$ cat src/verilog/veriyolu_consts.svh
// Address-select field position and peripheral region codes.
`ifndef VERIYOLU_CONSTS_SVH
`define VERIYOLU_CONSTS_SVH

// Region code lives in these address bits.
`define VY_SEL_MSB 13
`define VY_SEL_LSB 12

// UART at 0x0000_0xxx.
`define VY_REGION_UART 2'd0
// SPI at 0x0000_1xxx.
`define VY_REGION_SPI  2'd1
// PWM at 0x0000_2xxx.
`define VY_REGION_PWM  2'd2
// Unmapped, completes without a bus cycle.
`define VY_REGION_NONE 2'd3

`endif

$ cat src/verilog/veriyolu_pkg.sv
// Word, address and region types with the master and slave FSM state enums.
`include "veriyolu_consts.svh"

package veriyolu_pkg;

    typedef logic [31:0] word_t;
    typedef logic [31:0] addr_t;
    typedef logic [`VY_SEL_MSB-`VY_SEL_LSB:0] region_t;

    typedef enum logic [1:0] {
        MS_IDLE,
        MS_BUS,     // Waiting for slave ack.
        MS_RESP     // Unmapped access, one busy cycle.
    } master_state_t;

    typedef enum logic [1:0] {
        SS_IDLE,
        SS_WAIT_READY,  // Device busy.
        SS_WAIT_DATA,   // Read strobe sent.
        SS_ACK          // Write strobe sent.
    } slave_state_t;

endpackage

$ cat src/verilog/wb_if.sv
// Wishbone point-to-point interface with master and slave modports.
interface wb_if
    import veriyolu_pkg::*;
();

    addr_t adr;
    word_t dat_w;
    logic  we;
    logic  cyc;
    logic  stb;
    word_t dat_r;
    logic  ack;   // Single-cycle pulse.

    modport master (
        output adr, dat_w, we, cyc, stb,
        input  dat_r, ack
    );

    modport slave (
        input  adr, dat_w, we, cyc, stb,
        output dat_r, ack
    );

endinterface

$ cat src/verilog/wishbone_master.sv
// Wishbone master with command port, region decode, cycle control and response capture.
`include "veriyolu_consts.svh"

module wishbone_master
    import veriyolu_pkg::*;
(
    input  logic  clk_i,
    input  logic  reset_i,
    input  addr_t cmd_addr_i,
    input  word_t cmd_wdata_i,
    input  logic  cmd_we_i,
    input  logic  cmd_sel_i,
    output logic  cmd_busy_o,
    output word_t cmd_rdata_o,
    output logic  cmd_rdata_valid_o,
    wb_if.master  uart_bus,
    wb_if.master  spi_bus,
    wb_if.master  pwm_bus
);

    master_state_t state_q;
    addr_t         addr_q;
    word_t         wdata_q;
    logic          we_q;
    region_t       region_q;
    region_t       cmd_region;
    logic          cmd_take;
    logic          in_bus;
    logic          resp_done;
    logic          ack_sel;
    word_t         rdata_sel;

    assign cmd_region = cmd_addr_i[`VY_SEL_MSB:`VY_SEL_LSB];
    assign cmd_busy_o = (state_q != MS_IDLE);
    assign cmd_take   = cmd_sel_i && !cmd_busy_o;
    assign in_bus     = (state_q == MS_BUS);
    assign resp_done  = (in_bus && ack_sel) || (state_q == MS_RESP);

    assign uart_bus.adr   = addr_q;
    assign uart_bus.dat_w = wdata_q;
    assign uart_bus.we    = we_q;
    assign uart_bus.cyc   = in_bus && (region_q == `VY_REGION_UART);
    assign uart_bus.stb   = in_bus && (region_q == `VY_REGION_UART);

    assign spi_bus.adr    = addr_q;
    assign spi_bus.dat_w  = wdata_q;
    assign spi_bus.we     = we_q;
    assign spi_bus.cyc    = in_bus && (region_q == `VY_REGION_SPI);
    assign spi_bus.stb    = in_bus && (region_q == `VY_REGION_SPI);

    assign pwm_bus.adr    = addr_q;
    assign pwm_bus.dat_w  = wdata_q;
    assign pwm_bus.we     = we_q;
    assign pwm_bus.cyc    = in_bus && (region_q == `VY_REGION_PWM);
    assign pwm_bus.stb    = in_bus && (region_q == `VY_REGION_PWM);

    always_comb begin
        ack_sel   = 1'b0;
        rdata_sel = '0;  // Unmapped reads return zero.
        case (region_q)
            `VY_REGION_UART: begin
                ack_sel   = uart_bus.ack;
                rdata_sel = uart_bus.dat_r;
            end
            `VY_REGION_SPI: begin
                ack_sel   = spi_bus.ack;
                rdata_sel = spi_bus.dat_r;
            end
            `VY_REGION_PWM: begin
                ack_sel   = pwm_bus.ack;
                rdata_sel = pwm_bus.dat_r;
            end
            default: ;
        endcase
    end

    always_ff @(posedge clk_i) begin
        if (reset_i) begin
            state_q           <= MS_IDLE;
            cmd_rdata_valid_o <= 1'b0;
        end else begin
            cmd_rdata_valid_o <= resp_done && !we_q;
            case (state_q)
                MS_IDLE: begin
                    if (cmd_take) begin
                        state_q <= (cmd_region == `VY_REGION_NONE) ? MS_RESP : MS_BUS;
                    end
                end
                MS_BUS: begin
                    if (ack_sel) begin
                        state_q <= MS_IDLE;
                    end
                end
                default: state_q <= MS_IDLE;
            endcase
        end
    end

    always_ff @(posedge clk_i) begin
        if (cmd_take) begin
            addr_q   <= cmd_addr_i;
            wdata_q  <= cmd_wdata_i;
            we_q     <= cmd_we_i;
            region_q <= cmd_region;
        end
        if (resp_done && !we_q) begin
            cmd_rdata_o <= rdata_sel;  // Held until the next read.
        end
    end

endmodule

$ cat src/verilog/wishbone_slave.sv
// Wishbone slave that bridges one bus cycle to one device strobe.
module wishbone_slave
    import veriyolu_pkg::*;
(
    input  logic  clk_i,
    input  logic  reset_i,
    wb_if.slave   bus,
    input  logic  device_busy_i,
    input  word_t device_rdata_i,
    input  logic  device_rdata_valid_i,
    output addr_t device_addr_o,
    output word_t device_wdata_o,
    output logic  device_en_o,
    output logic  device_we_o
);

    slave_state_t state_q;
    logic         ack_q;
    word_t        rdata_q;
    logic         start;
    logic         read_done;

    // Ack is still high in the first idle cycle, so cyc is ignored there.
    assign start     = (state_q == SS_IDLE) && bus.cyc && bus.stb && !ack_q;
    assign read_done = (state_q == SS_WAIT_DATA) && device_rdata_valid_i;

    assign bus.ack   = ack_q;
    assign bus.dat_r = rdata_q;

    always_ff @(posedge clk_i) begin
        if (reset_i) begin
            state_q     <= SS_IDLE;
            ack_q       <= 1'b0;
            device_en_o <= 1'b0;
            device_we_o <= 1'b0;
        end else begin
            ack_q       <= 1'b0;
            device_en_o <= 1'b0;
            device_we_o <= 1'b0;
            case (state_q)
                SS_IDLE: begin
                    if (start) begin
                        state_q <= SS_WAIT_READY;
                    end
                end
                SS_WAIT_READY: begin
                    if (!device_busy_i) begin
                        device_en_o <= 1'b1;
                        device_we_o <= bus.we;
                        state_q     <= bus.we ? SS_ACK : SS_WAIT_DATA;
                    end
                end
                SS_WAIT_DATA: begin
                    if (device_rdata_valid_i) begin
                        ack_q   <= 1'b1;
                        state_q <= SS_IDLE;
                    end
                end
                SS_ACK: begin
                    ack_q   <= 1'b1;  // Write strobe went out last cycle.
                    state_q <= SS_IDLE;
                end
                default: state_q <= SS_IDLE;
            endcase
        end
    end

    always_ff @(posedge clk_i) begin
        if (start) begin
            device_addr_o  <= bus.adr;
            device_wdata_o <= bus.dat_w;
        end
        if (read_done) begin
            rdata_q <= device_rdata_i;
        end
    end

endmodule

$ cat src/verilog/veriyolu.sv
// Peripheral bus top level with one Wishbone master and UART, SPI and PWM slaves.
module veriyolu
    import veriyolu_pkg::*;
(
    input  logic  clk_i,
    input  logic  reset_i,

    input  addr_t vyd_wb_adres_i,
    input  word_t vyd_wb_veri_i,
    input  logic  vyd_wb_yaz_etkin_i,
    input  logic  vyd_wb_sec_i,
    output word_t wb_vyd_veri_o,
    output logic  wb_vyd_veri_hazir_o,
    output logic  wb_vyd_mesgul_o,

    input  logic  uart_wb_mesgul_i,
    input  word_t uart_wb_oku_veri_i,
    input  logic  uart_wb_oku_veri_hazir_i,
    output addr_t wb_uart_adres_o,
    output word_t wb_uart_veri_o,
    output logic  wb_uart_etkin_o,
    output logic  wb_uart_yaz_etkin_o,

    input  logic  spi_wb_mesgul_i,
    input  word_t spi_wb_oku_veri_i,
    input  logic  spi_wb_oku_veri_hazir_i,
    output addr_t wb_spi_adres_o,
    output word_t wb_spi_veri_o,
    output logic  wb_spi_etkin_o,
    output logic  wb_spi_yaz_etkin_o,

    input  logic  pwm_wb_mesgul_i,
    input  word_t pwm_wb_oku_veri_i,
    input  logic  pwm_wb_oku_veri_hazir_i,
    output addr_t wb_pwm_adres_o,
    output word_t wb_pwm_veri_o,
    output logic  wb_pwm_etkin_o,
    output logic  wb_pwm_yaz_etkin_o
);

    wb_if uart_bus ();
    wb_if spi_bus ();
    wb_if pwm_bus ();

    wishbone_master wm (
        .clk_i             (clk_i),
        .reset_i           (reset_i),
        .cmd_addr_i        (vyd_wb_adres_i),
        .cmd_wdata_i       (vyd_wb_veri_i),
        .cmd_we_i          (vyd_wb_yaz_etkin_i),
        .cmd_sel_i         (vyd_wb_sec_i),
        .cmd_busy_o        (wb_vyd_mesgul_o),
        .cmd_rdata_o       (wb_vyd_veri_o),
        .cmd_rdata_valid_o (wb_vyd_veri_hazir_o),
        .uart_bus          (uart_bus),
        .spi_bus           (spi_bus),
        .pwm_bus           (pwm_bus)
    );

    wishbone_slave ws_uart (
        .clk_i                (clk_i),
        .reset_i              (reset_i),
        .bus                  (uart_bus),
        .device_busy_i        (uart_wb_mesgul_i),
        .device_rdata_i       (uart_wb_oku_veri_i),
        .device_rdata_valid_i (uart_wb_oku_veri_hazir_i),
        .device_addr_o        (wb_uart_adres_o),
        .device_wdata_o       (wb_uart_veri_o),
        .device_en_o          (wb_uart_etkin_o),
        .device_we_o          (wb_uart_yaz_etkin_o)
    );

    wishbone_slave ws_spi (
        .clk_i                (clk_i),
        .reset_i              (reset_i),
        .bus                  (spi_bus),
        .device_busy_i        (spi_wb_mesgul_i),
        .device_rdata_i       (spi_wb_oku_veri_i),
        .device_rdata_valid_i (spi_wb_oku_veri_hazir_i),
        .device_addr_o        (wb_spi_adres_o),
        .device_wdata_o       (wb_spi_veri_o),
        .device_en_o          (wb_spi_etkin_o),
        .device_we_o          (wb_spi_yaz_etkin_o)
    );

    wishbone_slave ws_pwm (
        .clk_i                (clk_i),
        .reset_i              (reset_i),
        .bus                  (pwm_bus),
        .device_busy_i        (pwm_wb_mesgul_i),
        .device_rdata_i       (pwm_wb_oku_veri_i),
        .device_rdata_valid_i (pwm_wb_oku_veri_hazir_i),
        .device_addr_o        (wb_pwm_adres_o),
        .device_wdata_o       (wb_pwm_veri_o),
        .device_en_o          (wb_pwm_etkin_o),
        .device_we_o          (wb_pwm_yaz_etkin_o)
    );

endmodule

$ cat config.mk
export PLATFORM = sky130hd
export DESIGN_NAME = veriyolu
export DESIGN_NICKNAME = d
export VERILOG_FILES = /design/src/verilog/veriyolu_pkg.sv /design/src/verilog/wb_if.sv /design/src/verilog/wishbone_master.sv /design/src/verilog/wishbone_slave.sv /design/src/verilog/veriyolu.sv
export VERILOG_INCLUDE_DIRS = /design/src /design/src/verilog
export SDC_FILE = /design/constraint.sdc
export NUM_CORES = 1
export LEC_CHECK = 0
export BUFFER_PORTS_ARGS = -buffer_cell sky130_fd_sc_hd__clkbuf_2
export CAP_MARGIN = 30
export CORE_ASPECT_RATIO = 1.25
export CORE_MARGIN = 2
export CORE_UTILIZATION = 35
export CTS_BUF_LIST = sky130_fd_sc_hd__clkbuf_4
export DETAILED_ROUTE_END_ITERATION = 10
export MAX_ROUTING_LAYER = met4
export SLEW_MARGIN = 30
export SYNTH_ARGS = -nofsm -noshare
export SYNTH_HDL_FRONTEND = slang
export SYNTH_HIERARCHICAL = 1
export SYNTH_SLANG_ARGS = --single-unit
$ cat constraint.sdc
create_clock -name clk_i -period 13.05 [get_ports clk_i]
set_clock_uncertainty 0.1 [all_clocks]
set_input_delay 1.305 -clock clk_i [delete_from_list [all_inputs] [get_ports clk_i]]
set_output_delay 1.305 -clock clk_i [all_outputs]
set_load 0.005 [all_outputs]
==> impl_results.md, run 1 <==
* # Post-CTS Setup Buffers at 0
* LEAKAGE at 6.55 nW
* Most frequent cell after synthesis: edfxtp_1
* Mapped Nets at roughly 880
* Routability Congestion at 0.771
* Unique masters post-synth at 27
* Startpoint class of the critical path: flop
* Post_cts resized at 0
* Top_reg_cell synth: edfxtp_1
* Critical-path top delay cell: dfxtp_1
* CTS tree: done
* DR iter-0 viols at 299
* Cell Area, Synth at 14,000 µm²
* Cell area power density at between 150 and 200 nW/µm²
* Relative slew slack at 39.6%
* Row Count at 82
* Crit path buf inv count at 1
* Placed wire-length estimate at between 15,000 and 20,000 µm
* YS warnings at 6
* Cells after Synth at between 700 and 800
* FMAX at around 340 MHz
* Port-buffer cells at 401
* CTS clk-pin slew, worst paths at 70 ps
* R2R Setup Slk at 10,550 ps
* DRT Wirelength at around 29,000 µm
* Ports at around 400
* WL/cell at 17.6 µm
* Final antenna-violating net count at 0
* Area grow syn2layout at 21.3%
* Yosys reg bits at a little over 400
* Root Buffer: clkbuf_4
* Die Wd at 183 µm
* First-pass GRT wire length at 42,400 µm
* Critical path's top delay family: flip-flops
* Peak VDD IR at roughly 0.000093 V
* Min Hold Slack at 350 ps
* Post-synth EDFFs at 385
* Placement Cell Area at 15,700 µm²
* Largest net degree at the start of global routing at between 60 and 70
* Largest area contributor in the netlist: edfxtp_1
* Post-synth top cells: edfxtp_1, buf_4, nand2_1
* Share of cells above drive strength 1 at roughly 50%
* Avg Cell Area, Syn at 19.9 µm²
* Max FO, Critical Path at 6
* Residual DRC at 0
* GR Overflow Total at 0
* Async set-reset flop share out of synthesis at 0%
* H-tree Lvls at 3
* Maximum buffer depth of the clock tree at 3
* RSZ-0062 raised after global routing: no
* Crit-path max cell delay at 350 ps
* Drt pass-1 iters at 4
* Initial Utilization at 35.2%
* Nets at about 1,200
* Area of the core at 39,800 µm²
* Setup TNS at 0 ps
* Final-report hold violation count at 0
* WP data required at 11,640 ps
* Worst Max-Slew Pin Slew at 906 ps
* Via/cell ratio at 4.34
* Setup violators final at 0
* CP endpoint kind: primary output
* CP Data Arrival Time at 1510 ps
* CTS Buf Count at 95
* Hold_buf cts at 0
* Synth top area share at between 80% and 90%
* Post-synthesis sequential area ratio at roughly 85%
* Synth area leaders: edfxtp_1, buf_4, dfxtp_1
* Chip Height at approximately 230 µm
* HP Class: reg2reg
* Final worst slack at 10,140 ps
* Max-slew violations at 0
* Status: finished clean
* Die area at 41,700 µm²
* Final Cell Area at 17,000 µm²
* Number of antenna violations at the first check in global routing at 2
* Clk_lat worst skew at 750 ps
* CP cell instances: or2_1 -> clkbuf_2
* GRT Total Usage at 14.2%
* Number of fill cells at around 3,600
* Post-layout min period at 2910 ps
* Via Count at 7,173
* CTS Sinks at 403
* Vias in the first global route at 7,315
* Pre-CTS WS at 9830 ps
* CP Class: reg2out
* Tcrit/Tclk final at around 22%
* Max-Cap Viols at 0
==> cell type report <==
cell class                 instances  area [µm²]  share of cell area [%]
sequential                       403       11900                    70.0
timing repair buffer             412        2140                    12.6
multi-input combinational        153        1030                    6.05
clock buffer                     130         976                    5.73
tap                              504         631                    3.71
clock inverter                    43         299                    1.76
inverter                           5        20.0                   0.118
antenna                            2        5.00                  0.0294
==> path summary, 6_finish.rpt <==
check	cells past startpoint	start	endpoint
min	0	wm/pwm_bus.dat_w[31]	ws_pwm/device_wdata_o[31]
min reg2reg	0	wm/pwm_bus.dat_w[31]	ws_pwm/device_wdata_o[31]
max	2	wm/state_q[1]	wb_vyd_mesgul_o
max reg2reg	5	wm/pwm_bus.adr[13]	ws_uart/device_addr_o[14]
==> cell families (layout without fill, tap and decap cells) <==
| logic type | Yosys count | count (layout) | share of synthesized area (%) |
|---|---|---|---|
| AO/OA/AOI/OAI | 42 | 42 | 1.70 |
| buffers and inverters | 150 | 590 | 7.88 |
| flip-flops | 403 | 403 | 85.0 |
| multiplexers | 33 | 33 | 2.35 |
| other | 0 | 2 | 0 |
| AND/OR/NAND/NOR | 78 | 78 | 3.09 |
==> sequential cells by signal, summed over array words and instances (netlist names), 2 cells and up <==
name,count
wm/pwm_bus.dat_w,32
ws_spi/state_q,2
ws_spi/device_wdata_o,32
ws_uart/device_wdata_o,32
ws_pwm/state_q,2
ws_pwm/bus.dat_r,32
ws_spi/bus.dat_r,32
ws_uart/state_q,2
wm/cmd_rdata_o,32
wm/pwm_bus.adr,32
ws_uart/bus.dat_r,32
ws_uart/device_addr_o,32
ws_pwm/device_addr_o,32
ws_pwm/device_wdata_o,32
wm/state_q,2
ws_spi/device_addr_o,32
==> cell usage in the layout, fill, tap and decap left out, drive strengths merged, types with 2 or more instances in the layout <==
| cell type | netlist | layout |
|---|---|---|
| a2111oi | 3 | 3 |
| a21oi | 3 | 3 |
| and2 | 3 | 3 |
| and3 | 3 | 3 |
| buf | 142 | 11 |
| bufinv | 0 | 4 |
| clkbuf | 3 | 531 |
| clkinv | 0 | 37 |
| dfxtp | 18 | 18 |
| diode | 0 | 2 |
| edfxtp | 385 | 385 |
| inv | 5 | 6 |
| mux2i | 33 | 33 |
| nand2 | 34 | 34 |
| nand3b | 3 | 3 |
| nor2 | 7 | 7 |
| nor2b | 2 | 2 |
| nor3 | 7 | 7 |
| nor3b | 7 | 7 |
| nor4b | 3 | 3 |
| o21ai | 32 | 32 |
| or3b | 7 | 7 |
==> metrics by stage <==
| stage | utilization [%] | power (mW) | std cells |
|---|---|---|---|
| floorplan | - | 1.55 | 706 |
| global placement | 39.4 | 1.56 | 1475 |
| detailed placement | 39.4 | 1.56 | 1475 |
| CTS | 42.6 | 2.61 | 1648 |
| global route | 42.8 | 2.69 | 1652 |
| finish | 42.8 | 2.56 | 1652 |
==> power breakdown <==
part	switching (mW)	internal [mW]	total, mW
combinational	0.0396	0.0309	0.0706
sequential	0.0147	1.45	1.46
clock	0.486	0.549	1.03
total	0.540	2.03	2.56
==> layer usage <==
metal  GRT usage [%]  wire [µm]  vias up
li1                -          -     3321
met1            15.1      10800     3388
met2            22.8      14400      406
met3            6.03       3270       58
met4            6.48        726        0
met5               -          0        -
No activity file was read; power rests on OpenSTA's default activity.
==> run 2, diff against run 1 <==
Clock period 13.05 ns to 2.5 ns, I/O delays scaled along.
==> run 2 against run 1 <==
Net effect: first-iteration DRC count up 8.0%; sequential share of layout area fell by 7.9 points; global-route usage rose by 2.1 points; largest cell class unchanged; final area up 13%; final cell count increased by 13%; non-clock buffer count is 221 higher; routed wire length rose by 15%; utilization grew 5.5 points; combinational power grew to 9.0 times the previous value; sequential cell count is the same; critical endpoint is now wm/cmd_rdata_o[1].
==> impl_results.md, run 2 (synthesis results as in run 1) <==
* Portion of total power attributed to sequential cells at 56.3% (-0.6 points)
* Placed wire-length estimate at 21,300 µm (+10%)
* GRT Total Usage at 16.3% (+2.1 points)
* HP Start: uart_wb_oku_veri_i[11]
* Final-report hold violation count at 0 (unchanged)
* Hold Path Sink: ws_uart/bus.dat_r[11]
* Share of cells above drive strength 1 at 43.4% (-6.5 points)
* Relative slew slack at 59.7% (+20 points)
* LEAKAGE at 7.47 nW (+14%)
* First-pass GRT wire length at 49,000 µm (+16%)
* Startpoint class of the critical path: flop
* Tcrit/Tclk final at 87.0%
* Min Hold Slack at 106 ps (-244 ps)
* Switching share of total power at 21.4% (+0.33 points)
* Setup violators final at 0 (unchanged)
* DR iter-0 viols at 323 (+8.0%)
* Cell area power density at 705 nW/µm² (+370%)
* Final Cell Area at 19,200 µm² (+13%)
* Die area at 41,700 µm² (unchanged)
* Via Count at 8,050 (+12%)
* Port-buffer cells at 401 (unchanged)
* Number of fill cells at 3,370 (-6.0%)
* Final core occ at 48.2% (+5.5 points)
* DP Cell Count at 1,495 (+1.4%)
* RSZ-0062 raised after global routing: no
* CP Class: reg2reg
* Nets at 1,463 (+18%)
* Most frequent cells in the layout: clkbuf_2, edfxtp_1, dlygate4sd3_1, clkbuf_4, nand2_1
* HP Class: in2reg
* Internal power at 10.6 mW (+430%)
* CP Data Arrival Time at 2460 ps (+950 ps)
* Cell Count, Final, Fillers Out at 1,869 (+13%)
* Root Buffer: clkbuf_4
* CTS tree: done
* Routability Congestion at 0.754 (-2.2%)
* CP endpoint kind: flop
* Status: finished clean
* Commonest non-fill, non-tap cell in the layout: clkbuf_2
* R2R Setup Slk at 330 ps (-10,220 ps)
* CTS Buf Count at 97 (+2.1%)
* Max-slew violations at 0 (unchanged)
* Worst r2r path cells at 5 (unchanged)
* Clock power share at 39.0% (-1.3 points)
* H-tree Lvls at 3 (unchanged)
* WP data required at 2790 ps (-8850 ps)
* FF-to-FF Start: wm/pwm_bus.adr[13]
* Max-Cap Viols at 0 (unchanged)
* Placement Cell Area at 15,900 µm² (+1.7%)
* Clk_lat worst skew at 800 ps (+50 ps)
* Drt pass-1 iters at 5 (+1)
* FMAX at 460 MHz
* Reg-to-reg critical path endpoint: wm/cmd_rdata_o[1]
* Peak VDD IR at 0.000404 V (+340%)
* Switch Pwr at 2.89 mW (+440%)
* Final antenna-violating net count at 0 (unchanged)
* Number of antenna violations at the first check in global routing at 4 (+2)
* CTS clk-pin slew, worst paths at 60 ps (about the same)
* Die Wd at 183 µm (unchanged)
* Maximum buffer depth of the clock tree at 3 (unchanged)
* Post-layout min period at 2170 ps
* CTS Sinks at 403 (unchanged)
* Largest net degree at the start of global routing at 65 (-1.5%)
* Initial Utilization at 35.2% (unchanged)
* Vias in the first global route at 8,669 (+19%)
* Max FO, Critical Path at 35 (+29)
* Via/cell ratio at 4.31 (-0.80%)
* Ports at 402 (unchanged)
* GR Overflow Total at 0 (unchanged)
* WL/cell at 17.9 µm (+1.2%)
* Area of the core at 39,800 µm² (unchanged)
* Row Count at 82 (unchanged)
* Combinational Power Share at 4.7% (+1.9 points)
* Chip Height at 228 µm (unchanged)
* DRT Wirelength at 33,400 µm (+15%)
* Worst Hold Depth at 2 (+2)
* Worst Max-Slew Pin Slew at 605 ps (-301 ps)
* Residual DRC at 0 (unchanged)
* Area grow syn2layout at 36.8%
* Post_cts resized at 0 (unchanged)
## run 2: final cells by class
| class | count | area (µm²) | area share [%] |
|---|---|---|---|
| Tap cell | 504 | 631 | 3.29 |
| Inverter | 5 | 22.5 | 0.117 |
| Antenna cell | 4 | 10.0 | 0.0521 |
| Clock buffer | 137 | 1030 | 5.36 |
| Clock inverter | 30 | 186 | 0.971 |
| Timing Repair Buffer | 633 | 4330 | 22.6 |
| Sequential cell | 403 | 11900 | 62.1 |
| Multi-Input combinational cell | 153 | 1060 | 5.55 |
## run 2: worst max-delay path: stages, from the launching register on
cell and delay [ps]:
edfxtp_1 500, buf_4 410, nor2_1 80, a21o_1 200, nor2_4 70, buf_4 380
## run 2: per-layer routing
metal,track usage [%],wire [µm]
met4,7.85,989
met5,-,0
met3,6.23,3200
met1,16.4,12200
met2,27.7,17000
## run 2: worst max-delay path by stage
stage	start	end	slack, ps	cells past startpoint
after floorplan	wm/pwm_bus.adr[13]	ws_spi/device_addr_o[0]	-800	6
after global placement	wm/pwm_bus.adr[13]	wm/cmd_rdata_o[1]	380	5
after detailed placement	wm/pwm_bus.adr[13]	wm/cmd_rdata_o[0]	340	5
after CTS	wm/pwm_bus.adr[13]	wm/cmd_rdata_o[26]	290	5
after global routing	wm/pwm_bus.adr[13]	wm/cmd_rdata_o[26]	160	5
final	wm/pwm_bus.adr[13]	wm/cmd_rdata_o[1]	330	5
## run 2: repair_timing
action | 4_1_cts | 5_1_grt
setup buffers | 0 | 0
hold endpoints to repair | 179 | 0
hold buffers | 203 | 0
## run 2: through the flow
stage	setup slack, ps	setup TNS, ps	power (mW)
final	325	0	13.5
after global routing	159	0	14.2
after CTS	286	0	13.7
after detailed placement	337	0	8.16
after global placement	383	0	8.15
after floorplan	-796	-150540	8.09
## run 2: power by group through the flow
stage               clock, mW  sequential [mW]  combinational, mW
floorplan                   0             7.75              0.347
global placement            0             7.77              0.375
detailed placement          0             7.78              0.385
CTS                      5.43             7.63              0.633
global route             5.83             7.64              0.694
finish                   5.27             7.63              0.638
